===== config.mk =====
export PLATFORM = sky130hd
export DESIGN_NAME = issueStage
export DESIGN_NICKNAME = d
export VERILOG_FILES = /design/src/verilog/issuePkg.sv /design/src/verilog/instQueue.sv /design/src/verilog/slotDecoder.sv /design/src/verilog/issueArbiter.sv /design/src/verilog/issueStage.sv
export VERILOG_INCLUDE_DIRS = /design/src /design/src/verilog
export SDC_FILE = /design/constraint.sdc
export NUM_CORES = 2
export LEC_CHECK = 0
export BUFFER_PORTS_ARGS = -buffer_cell sky130_fd_sc_hd__buf_2
export CAP_MARGIN = 20
export CORE_UTILIZATION = 55
export CTS_CLUSTER_SIZE = 25
export DETAILED_ROUTE_END_ITERATION = 8
export PLACE_DENSITY = 0.75
export SLEW_MARGIN = 10
export SYNTH_ARGS = -nofsm -noshare
export SYNTH_HDL_FRONTEND = slang
export SYNTH_SLANG_ARGS = --single-unit

===== constraint.sdc =====
create_clock -name clk -period 31.1 [get_ports clk]
set_clock_uncertainty 0.15 [all_clocks]
set_input_delay 3.11 -clock clk [delete_from_list [all_inputs] [get_ports clk]]
set_output_delay 3.11 -clock clk [all_outputs]
set_load 0.01 [all_outputs]

===== src/verilog/issue_defines.svh =====
`ifndef ISSUE_DEFINES_SVH
`define ISSUE_DEFINES_SVH

// queue geometry
`define IQ_DEPTH        8       // entries as a power of two
`define FETCH_WIDTH     4       // lanes per fetch packet

// issue mode codes
`define ISSUE_NONE      2'd0
`define ISSUE_SINGLE    2'd1
`define ISSUE_DUAL      2'd2

// MIPS primary opcodes
`define OP_SPECIAL      6'h00   // R-type decided by funct
`define OP_J            6'h02
`define OP_JAL          6'h03
`define OP_BEQ          6'h04
`define OP_BNE          6'h05
`define OP_ALUI_LO      6'h08   // addi .. lui
`define OP_ALUI_HI      6'h0F
`define OP_LOAD_LO      6'h20   // lb .. lhu
`define OP_LOAD_HI      6'h25
`define OP_STORE_LO     6'h28   // sb .. sw
`define OP_STORE_HI     6'h2B
`define FN_MULDIV_LO    6'h18   // mult, multu, div, divu
`define FN_MULDIV_HI    6'h1B

`endif


===== src/verilog/issuePkg.sv =====
`include "issue_defines.svh"

package issuePkg;

    // plain vectors with a meaning
    typedef logic [31:0] word_t;        // instruction or address
    typedef logic [4:0]  regNum_t;      // GPR number
    typedef logic [4:0]  excCode_t;     // CP0 exception code
    typedef logic [1:0]  issueMode_t;   // NONE / SINGLE / DUAL

    //////////////////////////////
    // fetch packet per I-cache return
    typedef struct packed {
        word_t [`FETCH_WIDTH-1:0] inst;
        word_t [`FETCH_WIDTH-1:0] predTarget;   // predicted target per lane
        logic  [`FETCH_WIDTH-1:0] predTaken;
        logic  [`FETCH_WIDTH-1:0] laneEn;       // sparse lanes allowed
        word_t                    basePc;       // PC of lane 0
        logic                     hasExc;       // whole packet
        excCode_t                 excCode;
    } fetchPacket_t;

    // one queue slot
    typedef struct packed {
        word_t    inst;
        word_t    pc;
        word_t    predTarget;
        logic     predTaken;
        logic     hasExc;
        excCode_t excCode;
    } iqEntry_t;

    // register usage and class of one instruction
    typedef struct packed {
        regNum_t [1:0] readReg;     // [0] rs, [1] rt
        logic    [1:0] readNeed;
        regNum_t       writeReg;
        logic          writeNeed;   // never set for r0
        logic          isBranch;    // branches and jumps
        logic          isMulDiv;
    } decodedInst_t;

    // what decode receives per slot
    typedef struct packed {
        iqEntry_t     entry;
        decodedInst_t dec;
    } issueSlot_t;

endpackage


===== src/verilog/instQueue.sv =====
`include "issue_defines.svh"

module instQueue
    import issuePkg::*;
(
    input  logic           clk,
    input  logic           arstN_i,

    //////////////////////////////
    // fetch side
    input  fetchPacket_t   fetch_i,
    input  logic           fetchValid_i,
    output logic           stopFetch_o,     // fewer than FETCH_WIDTH free

    // pipeline control
    input  logic           flush_i,
    input  logic           excOccur_i,
    input  logic           idAllowin_i,     // decode can take this cycle
    input  issueMode_t     issueMode_i,     // from arbiter to set pop count

    //////////////////////////////
    // head of queue with slot 0 oldest
    output iqEntry_t [1:0] headEntry_o,
    output logic [1:0]     headValid_o
);

    localparam int PTR_W = $clog2(`IQ_DEPTH);

    typedef logic [PTR_W-1:0] ptr_t;
    typedef logic [PTR_W:0]   cnt_t;       // one extra bit for full

    iqEntry_t mem [`IQ_DEPTH];              // entry payload

    ptr_t     headPtr;
    ptr_t     tailPtr;
    ptr_t     nextHead;                     // second head entry
    cnt_t     count;                        // occupancy

    ptr_t     wrIdx [`FETCH_WIDTH];         // target slot per lane
    iqEntry_t laneEntry [`FETCH_WIDTH];
    cnt_t     laneCnt;                      // enabled lanes in packet
    cnt_t     pushNum;
    cnt_t     popNum;
    logic     pushEn;
    logic     flushEn;

    assign flushEn = flush_i | excOccur_i;
    assign pushEn  = fetchValid_i & ~stopFetch_o;   // ignored while stopped

    //////////////////////////////
    // lane compaction
    // enabled lanes land on consecutive slots from the tail
    // while the PC keeps the original lane position
    always_comb begin
        ptr_t run;
        run = '0;
        for (int k = 0; k < `FETCH_WIDTH; k++) begin
            wrIdx[k]                = tailPtr + run;     // wraps with pointer width
            laneEntry[k].inst       = fetch_i.inst[k];
            laneEntry[k].pc         = fetch_i.basePc + word_t'(4 * k);
            laneEntry[k].predTarget = fetch_i.predTarget[k];
            laneEntry[k].predTaken  = fetch_i.predTaken[k];
            laneEntry[k].hasExc     = fetch_i.hasExc;    // shared by all lanes
            laneEntry[k].excCode    = fetch_i.excCode;
            run = run + ptr_t'(fetch_i.laneEn[k]);
        end
        laneCnt = cnt_t'(run);
    end

    assign pushNum = pushEn ? laneCnt : '0;

    // pop count when decode lets us
    always_comb begin
        popNum = '0;
        if (idAllowin_i) begin
            case (issueMode_i)
                `ISSUE_SINGLE: popNum = cnt_t'(headValid_o[0]);
                `ISSUE_DUAL:   popNum = headValid_o[1] ? cnt_t'(2) : cnt_t'(headValid_o[0]);
                default:       popNum = '0;
            endcase
        end
    end

    //////////////////////////////
    // pointers and count
    always_ff @(posedge clk or negedge arstN_i) begin
        if (!arstN_i) begin
            headPtr <= '0;
            tailPtr <= '0;
            count   <= '0;
        end else if (flushEn) begin
            // flush wins over push and pop
            headPtr <= '0;
            tailPtr <= '0;
            count   <= '0;
        end else begin
            headPtr <= headPtr + ptr_t'(popNum);
            tailPtr <= tailPtr + ptr_t'(pushNum);
            count   <= count + pushNum - popNum;
        end
    end

    // entry storage
    always_ff @(posedge clk) begin
        if (pushEn && !flushEn) begin
            for (int k = 0; k < `FETCH_WIDTH; k++) begin
                if (fetch_i.laneEn[k]) begin
                    mem[wrIdx[k]] <= laneEntry[k];
                end
            end
        end
    end

    //////////////////////////////
    // head view and status from registered state
    assign nextHead = headPtr + ptr_t'(1);

    assign headEntry_o[0] = mem[headPtr];
    assign headEntry_o[1] = mem[nextHead];

    assign headValid_o[0] = (count != '0);
    assign headValid_o[1] = (count > cnt_t'(1));

    assign stopFetch_o = (count > cnt_t'(`IQ_DEPTH - `FETCH_WIDTH));

endmodule


===== src/verilog/slotDecoder.sv =====
`include "issue_defines.svh"

module slotDecoder
    import issuePkg::*;
(
    input  iqEntry_t     entry_i,
    output decodedInst_t decoded_o
);

    logic [5:0] opcode;
    logic [5:0] funct;
    regNum_t    rs;
    regNum_t    rt;
    regNum_t    rd;
    regNum_t    wrReg;      // destination before r0 filter
    logic       wrNeed;

    // instruction fields
    assign opcode = entry_i.inst[31:26];
    assign funct  = entry_i.inst[5:0];
    assign rs     = entry_i.inst[25:21];
    assign rt     = entry_i.inst[20:16];
    assign rd     = entry_i.inst[15:11];

    always_comb begin
        decoded_o = '0;
        wrReg     = '0;
        wrNeed    = 1'b0;
        if (opcode == `OP_SPECIAL) begin
            decoded_o.readNeed = 2'b11;
            if (funct >= `FN_MULDIV_LO && funct <= `FN_MULDIV_HI) begin
                decoded_o.isMulDiv = 1'b1;      // writes hi/lo and no GPR
            end else begin
                wrReg  = rd;
                wrNeed = 1'b1;
            end
        end else if ((opcode >= `OP_ALUI_LO && opcode <= `OP_ALUI_HI) ||
                     (opcode >= `OP_LOAD_LO && opcode <= `OP_LOAD_HI)) begin
            decoded_o.readNeed = 2'b01;         // rs only
            wrReg  = rt;
            wrNeed = 1'b1;
        end else if (opcode >= `OP_STORE_LO && opcode <= `OP_STORE_HI) begin
            decoded_o.readNeed = 2'b11;         // base and data
        end else if (opcode == `OP_BEQ || opcode == `OP_BNE) begin
            decoded_o.readNeed = 2'b11;
            decoded_o.isBranch = 1'b1;
        end else if (opcode == `OP_J) begin
            decoded_o.isBranch = 1'b1;
        end else if (opcode == `OP_JAL) begin
            decoded_o.isBranch = 1'b1;
            wrReg  = 5'd31;                     // link register
            wrNeed = 1'b1;
        end

        // unused register numbers read as zero
        decoded_o.readReg[0] = decoded_o.readNeed[0] ? rs : '0;
        decoded_o.readReg[1] = decoded_o.readNeed[1] ? rt : '0;

        // write to r0 is no write
        decoded_o.writeNeed = wrNeed & (wrReg != '0);
        decoded_o.writeReg  = decoded_o.writeNeed ? wrReg : '0;
    end

endmodule


===== src/verilog/issueArbiter.sv =====
`include "issue_defines.svh"

module issueArbiter
    import issuePkg::*;
(
    //////////////////////////////
    // queue head and its decode
    input  iqEntry_t     [1:0] headEntry_i,
    input  logic         [1:0] headValid_i,
    input  decodedInst_t [1:0] decoded_i,

    //////////////////////////////
    // to decode stage
    output issueMode_t         issueMode_o,
    output issueSlot_t   [1:0] issueSlot_o  // slot 1 only meaningful under DUAL
);

    logic rawHazard;    // slot 1 reads what slot 0 writes
    logic bothMulDiv;   // single hi/lo unit
    logic anyExc;
    logic dualOk;

    // RAW check where r0 is never a hazard
    always_comb begin
        rawHazard = 1'b0;
        if (decoded_i[0].writeNeed && decoded_i[0].writeReg != '0) begin
            for (int r = 0; r < 2; r++) begin
                if (decoded_i[1].readNeed[r] &&
                    decoded_i[1].readReg[r] == decoded_i[0].writeReg) begin
                    rawHazard = 1'b1;
                end
            end
        end
    end

    assign bothMulDiv = decoded_i[0].isMulDiv & decoded_i[1].isMulDiv;
    assign anyExc     = headEntry_i[0].hasExc | headEntry_i[1].hasExc;

    // only a branch in slot 1 blocks DUAL
    assign dualOk = (&headValid_i)
                  & ~anyExc
                  & ~decoded_i[1].isBranch
                  & ~bothMulDiv
                  & ~rawHazard;

    // mode select independent of allow-in
    always_comb begin
        if (!headValid_i[0]) begin
            issueMode_o = `ISSUE_NONE;      // empty queue
        end else if (dualOk) begin
            issueMode_o = `ISSUE_DUAL;
        end else begin
            issueMode_o = `ISSUE_SINGLE;
        end
    end

    // outgoing bundle of entry plus its decode
    always_comb begin
        for (int i = 0; i < 2; i++) begin
            issueSlot_o[i].entry = headEntry_i[i];
            issueSlot_o[i].dec   = decoded_i[i];
        end
    end

endmodule


===== src/verilog/issueStage.sv =====
module issueStage
    import issuePkg::*;
(
    input  logic             clk,
    input  logic             arstN_i,

    // fetch side
    input  fetchPacket_t     fetch_i,
    input  logic             fetchValid_i,
    output logic             stopFetch_o,

    // pipeline control
    input  logic             flush_i,
    input  logic             excOccur_i,
    input  logic             idAllowin_i,

    // to decode
    output issueMode_t       issueMode_o,
    output issueSlot_t [1:0] issueSlot_o
);

    iqEntry_t     [1:0] headEntry;    // slot 0 oldest
    logic         [1:0] headValid;
    decodedInst_t [1:0] decoded;

    instQueue instQueue_u (
        .clk          (clk),
        .arstN_i      (arstN_i),
        .fetch_i      (fetch_i),
        .fetchValid_i (fetchValid_i),
        .stopFetch_o  (stopFetch_o),
        .flush_i      (flush_i),
        .excOccur_i   (excOccur_i),
        .idAllowin_i  (idAllowin_i),
        .issueMode_i  (issueMode_o),  // pop feedback
        .headEntry_o  (headEntry),
        .headValid_o  (headValid)
    );

    // one decoder per issue slot
    for (genvar i = 0; i < 2; i++) begin : genDecoder
        slotDecoder slotDecoder_u (
            .entry_i   (headEntry[i]),
            .decoded_o (decoded[i])
        );
    end

    issueArbiter issueArbiter_u (
        .headEntry_i (headEntry),
        .headValid_i (headValid),
        .decoded_i   (decoded),
        .issueMode_o (issueMode_o),
        .issueSlot_o (issueSlot_o)
    );

endmodule


# After elaboration in Yosys (flattened, before gate mapping)
# Memories as Yosys holds them, arrays and structs flattened.
# Cells that the tools add are included.
# classes
n_lt_le_gt_ge,18
eq_ne,12
n_addsub,14
n_reduce_logical,24
muxes,80
n_bitwise,15
# op_table
cell,n
$mux W5,20
$add A32 B4 Y32 const B,2
$mux W1,43
$add A32 B3 Y32 const B,1
$eq A6 B2 Y1 const B,4
$eq A6 B3 Y1 const B,4
$ge A6 B6 Y1 const B,4
$le A6 B6 Y1 const B,4
$mux W2,11
$reduce_bool A5 Y1,3
$add A3 B3 Y3,4
$ge A6 B4 Y1 const B,2
$ge A6 B5 Y1 const B,2
$le A6 B4 Y1 const B,2
$le A6 B5 Y1 const B,2
$logic_and A1 B1 Y1,12
$logic_not A6 Y1,2
$eq A5 B5 Y1,2
$add A3 B1 Y3,3
$mux W3,3
$and A1 B1 Y1,8
$mux W4,2
$pmux W4 S2,1
$not A1 Y1,5
13 further kinds,17
# word_totals
output_inout_bits,249
ramBits,824
regBits,10
n_memories,1
# memory_table
name,depth,width,read_ports,rd_clocked_by_memory_dff,wr,line_no,source
instQueue_u.mem,8,103,2,0,4,instQueue.sv:32,iqEntry_t mem [`IQ_DEPTH];

# Logic depth before layout (Yosys ltp)
# An unclocked memory read counts as a cell.
# depth
word_depth,25
depth_mapped,23

# Cells and area by module
# Synthesis repeated with hierarchy kept, for this count alone.
# hier_totals
hier_cells,7283
hier_area_um2,66855.4
# modules_own_cells
mod,area_each_um2,instances,cells_per_inst
instQueue,64134.0,1,6902
issueArbiter,2010.7,1,269
slotDecoder,355.3,2,56

# Worst setup path before layout
# Ideal clock, no wire load.
# synth_timing
path_type,input to register
startpoint,in excOccur_i
endpoint,"mem instQueue_u.mem[4][0] (netlist bit), enable pin"
slack_ns,14.018
arrival_ns,16.015
cell_stages,5
setup_ns,0.916
path_buffers,1
cell_sequence,or2_2 clkbuf_1 nor4_2 nand3_1 o311ai_0
# synth_lines
element,line_no,source
start: declaration,issueStage.sv:14,"input logic excOccur_i,"
end: declaration,instQueue.sv:32,

# Worst setup path in the final report
# layout_timing
startpoint,reg instQueue_u.headPtr[0]
endpoint,out issueMode_o[0]
# layout_via
elab_chain_len,20
elab_cells_between_ends,94
# layout_lines
element,line_no,source
start: declaration,instQueue.sv:34,ptr_t headPtr;
start signal: assignment,instQueue.sv:97,headPtr <= headPtr + ptr_t'(popNum);
$mem_v2 Z8 W103 (*),n/a,
$eq A6 B2 Y1 (no line),n/a,
$mux W5,slotDecoder.sv:49,end else if (opcode == `OP_JAL) begin
$mux W5,slotDecoder.sv:47,end else if (opcode == `OP_J) begin
$mux W5,slotDecoder.sv:44,end else if (opcode == `OP_BEQ || opcode == `OP_BNE) begin
$mux W5,slotDecoder.sv:42,end else if (opcode >= `OP_STORE_LO && opcode <= `OP_STORE_HI) begin
$mux W5,slotDecoder.sv:37,end else if ((opcode >= `OP_ALUI_LO && opcode <= `OP_ALUI_HI) ||
$mux W5,slotDecoder.sv:29,if (opcode == `OP_SPECIAL) begin
[3 not listed],n/a,
$eq A5 B5 Y1,issueArbiter.sv:29,decoded_i[1].readReg[r] == decoded_i[0].writeReg) begin
$logic_and A1 B1 Y1,issueArbiter.sv:28,if (decoded_i[1].readNeed[r] &&
$mux W1 (2 in series),issueArbiter.sv:28,
$mux W1,issueArbiter.sv:26,if (decoded_i[0].writeNeed && decoded_i[0].writeReg != '0) begin
$not A1 Y1,issueArbiter.sv:44,& ~rawHazard;
$and A1 B1 Y1 (*),issueArbiter.sv:44,
$mux W2 (*),issueArbiter.sv:50,end else if (dualOk) begin
$mux W2 (*),issueArbiter.sv:48,if (!headValid_i[0]) begin
end: declaration,issueStage.sv:18,"output issueMode_t issueMode_o,"
# Mark *: on every way between the ends. The rest lies on a longest branch, timed or not.

==> results.cfg <==
[timing]
worst-slew-pin-transition_ns = 1.26
relSlewSlack_pct = 14.9
slew_viol_final = 0
setup_slack_ns = 20.87
rsz0062_at_grt = false
min_period_ns = 10.23
max_freq_mhz = 97.7
period_share_pct = 32.9
setup_viol = 0
final.setup.tns_ns = 0
hold_viol = 0

[setup_path]
crit_required_ns = 27.84
worst-endpoint-arrival_ns = 6.97
cpMaxStageDelayCell = buf_4
r2r_setup_slack_ns = 23.21
path_cells = buf_4 -> buf_4 -> mux4_1 -> mux2_2 -> nand4bb_1 -> nand2_1 -> a22oi_2 -> xnor2_1 -> nand4_1 -> o41ai_1 -> nor2_1 -> nor2_1 -> buf_2
crit_family = buffers and inverters
start_kind = flip-flop
cp_max_fo = 65
critPathMaxStageDelay_ns = 0.92
critPathCaptureType = output port
worstSetupPathType = flip-flop to output port
worst-path-buf-inv = 3

[placement]
port_buffers = 556
place_ws_ns = 21.57
gp_congestion = 0.952
dp_hpwl_mm = 146

[clock_tree]
cts_setup_buffers = 0
cts_max_level = 3
cts_sinks = 834
ctsResizeCount = 0
clockBufferDepth = 3
holdBufCountCts = 0
cts_buffers = 96
cts_tree = yes
clock_latency_ns = 0.72
cts_root_buffer = clkbuf_16
clkTransAtPathRegs_ns = 0.06

[global_route]
track_usage_pct = 44.4
grt_max_degree = 159
antenna_found_initial = 92
grt_pass1_vias = 57000
grt_pass1_wl_mm = 377
grt_overflow = 0

[yosys]
synthCells = 7181
synth_seq_area_share_pct = 39.7
syn_nets = 7515
synth_cell_types = 73
ys_ff_latch = 834
yosysWarnings = 0
ys.flop_type = edfxtp_1
netlist_area_um2 = 63000
synth_enable_flop_cells = 824
synthArstFlopShare_pct = 1.20
syn_area_per_cell_um2 = 8.77

[pwr]
p_leak_nw = 23.0
p_per_area_nw_per_um2 = 49.5
power_mw = 3.40
ir_worst_vdd_mv = 0.0401

[cells_and_area]
final_util_pct = 60.8
nets = 7407
fill_cells = 9451
syn_to_final_growth_pct = 9.01
drive_gt1_share_pct = 19.5

[routing]
wl_per_cell_um = 30.2
drtAntennaViolNets = 0
via_count = 60600
drt_first_pass_iters = 9
drt-total-wl_mm = 263
drc = 1
dr.first_iter.drc_count = 11000
vias_per_cell = 6.96

[outcome]
violations = design-rule violations
outcome = finished with violations

[hold_path]
min_path_type = flip-flop to flip-flop

[floorplanning]
dieWidth_um = 340
die_area_um2 = 116000
start_util_pct = 55.8
rows = 123
ios = 557
die_h_um = 340
core_um2 = 113000

[job]
maxCapViolations = 0
-- per-layer routing --
layer,vias to the layer above,routed length (um),track usage (%)
li1,25400,-,-
met1,27700,84500,54.9
met2,5841,110000,64.0
met3,1571,47700,18.0
met4,84,20200,29.3
met5,-,535,0
-- through the flow --
stage                     std cells  area, um2  hold WS (ns)
final                          8713      68700         0.614
after global routing           8693      68600         0.687
after CTS                      8649      68500         0.609
after detailed placement       8471      65300         0.595
after global placement         8471      65300         0.576
after floorplan                7181      63000         0.534
-- cell families after synthesis --
family	after synthesis	synth area share (%)
flops	834	39.7
buf+inv	922	6.13
simple gates	2551	15.9
compound gates	2074	17.4
xor+xnor	233	3.25
fa+ha+maj	26	0.612
mux	541	17.0
-- cells in the final DEF, fill, tap and decap left out, types with 9 or more instances in the layout --
master	count
o22ai_1	13
o21ai_0	769
nor3_2	10
a21oi_1	1096
mux2_2	107
clkinv_1	19
edfxtp_1	824
o211ai_1	104
buf_4	99
xnor2_1	121
nand4_1	11
buf_12	12
a31oi_1	25
or2_2	12
diode_2	60
nor2_4	15
or3_1	41
a211oi_1	16
clkbuf_1	16
clkinv_2	14
nor3_1	15
and2_1	12
mux4_2	401
ha_1	17
mux2i_1	21
buf_2	556
nor2_1	203
xor2_1	110
nor2b_1	11
inv_1	41
bufinv_16	12
o2111ai_1	9
clkbuf_16	97
nand2_1	2125
nand3_1	60
-- synthesized netlist by cell type (13+ instances only) --
cell,number,area share (%)
nand2_1,2129,13
a21oi_1,1096,8.7
edfxtp_1,824,39
o21ai_0,769,6.1
clkbuf_1,531,3.2
mux4_2,401,14
nor2_1,217,1.3
buf_1,145,0.86
xnor2_1,122,1.7
xor2_1,110,1.5
mux2_2,107,1.9
o211ai_1,104,1.2
clkbuf_2,103,0.82
nand3_1,65,0.52
buf_2,52,0.41
inv_1,41,0.24
or3_1,41,0.41
buf_4,40,0.48
a31oi_1,25,0.25
nor3_1,25,0.20
mux2i_1,21,0.33
ha_1,18,0.36
a211oi_1,16,0.19
o22ai_1,13,0.13
-- power by group --
| group | leakage (nW) | switching, mW | total, mW | internal (mW) |
|---|---|---|---|---|
| Sequential | 7.57 | 0.0235 | 1.31 | 1.28 |
| Clock | 1.55 | 0.505 | 1.18 | 0.678 |
| Combinational | 13.9 | 0.538 | 0.914 | 0.376 |
-- final cells by class --
type / instances / area (um2) / area share (%)
Clock buffer: 115 / 2510 / 3.66
Antenna cell: 60 / 150 / 0.219
Sequential cell: 834 / 25000 / 36.4
Multi-Input combinational cell: 5425 / 34500 / 50.2
Inverter: 45 / 169 / 0.246
Tap cell: 1500 / 1880 / 2.73
Clock inverter: 63 / 679 / 0.989
Timing Repair Buffer: 671 / 3810 / 5.55
-- final timing paths --
kind / cells after the start / end / from
max: 13 / issueMode_o[0] / instQueue_u.headPtr[0]$_DFF_PN0_
min: 3 / instQueue_u.count[3]$_DFF_PN0_ / instQueue_u.count[3]$_DFF_PN0_
max reg2reg: 19 / instQueue_u.count[3]$_DFF_PN0_ / instQueue_u.headPtr[0]$_DFF_PN0_
min reg2reg: 3 / instQueue_u.count[3]$_DFF_PN0_ / instQueue_u.count[3]$_DFF_PN0_
max in group asynchronous: 1 / instQueue_u.headPtr[1]$_DFF_PN0_ / arstN_i
min in group asynchronous: 1 / instQueue_u.headPtr[2]$_DFF_PN0_ / arstN_i
-- worst min-delay path, cell delays in order (launching register included) --
cell     delay [ns]
dfrtp_1        0.44
xnor2_1        0.12
xnor2_1        0.13
nor2_1         0.04
-- state kept, by name, summed over array words and instances, names as in the netlist --
register	count
instQueue_u.mem	824
instQueue_u.count	4
instQueue_u.headPtr	3
instQueue_u.tailPtr	3
(Power assumes the default switching activity.)
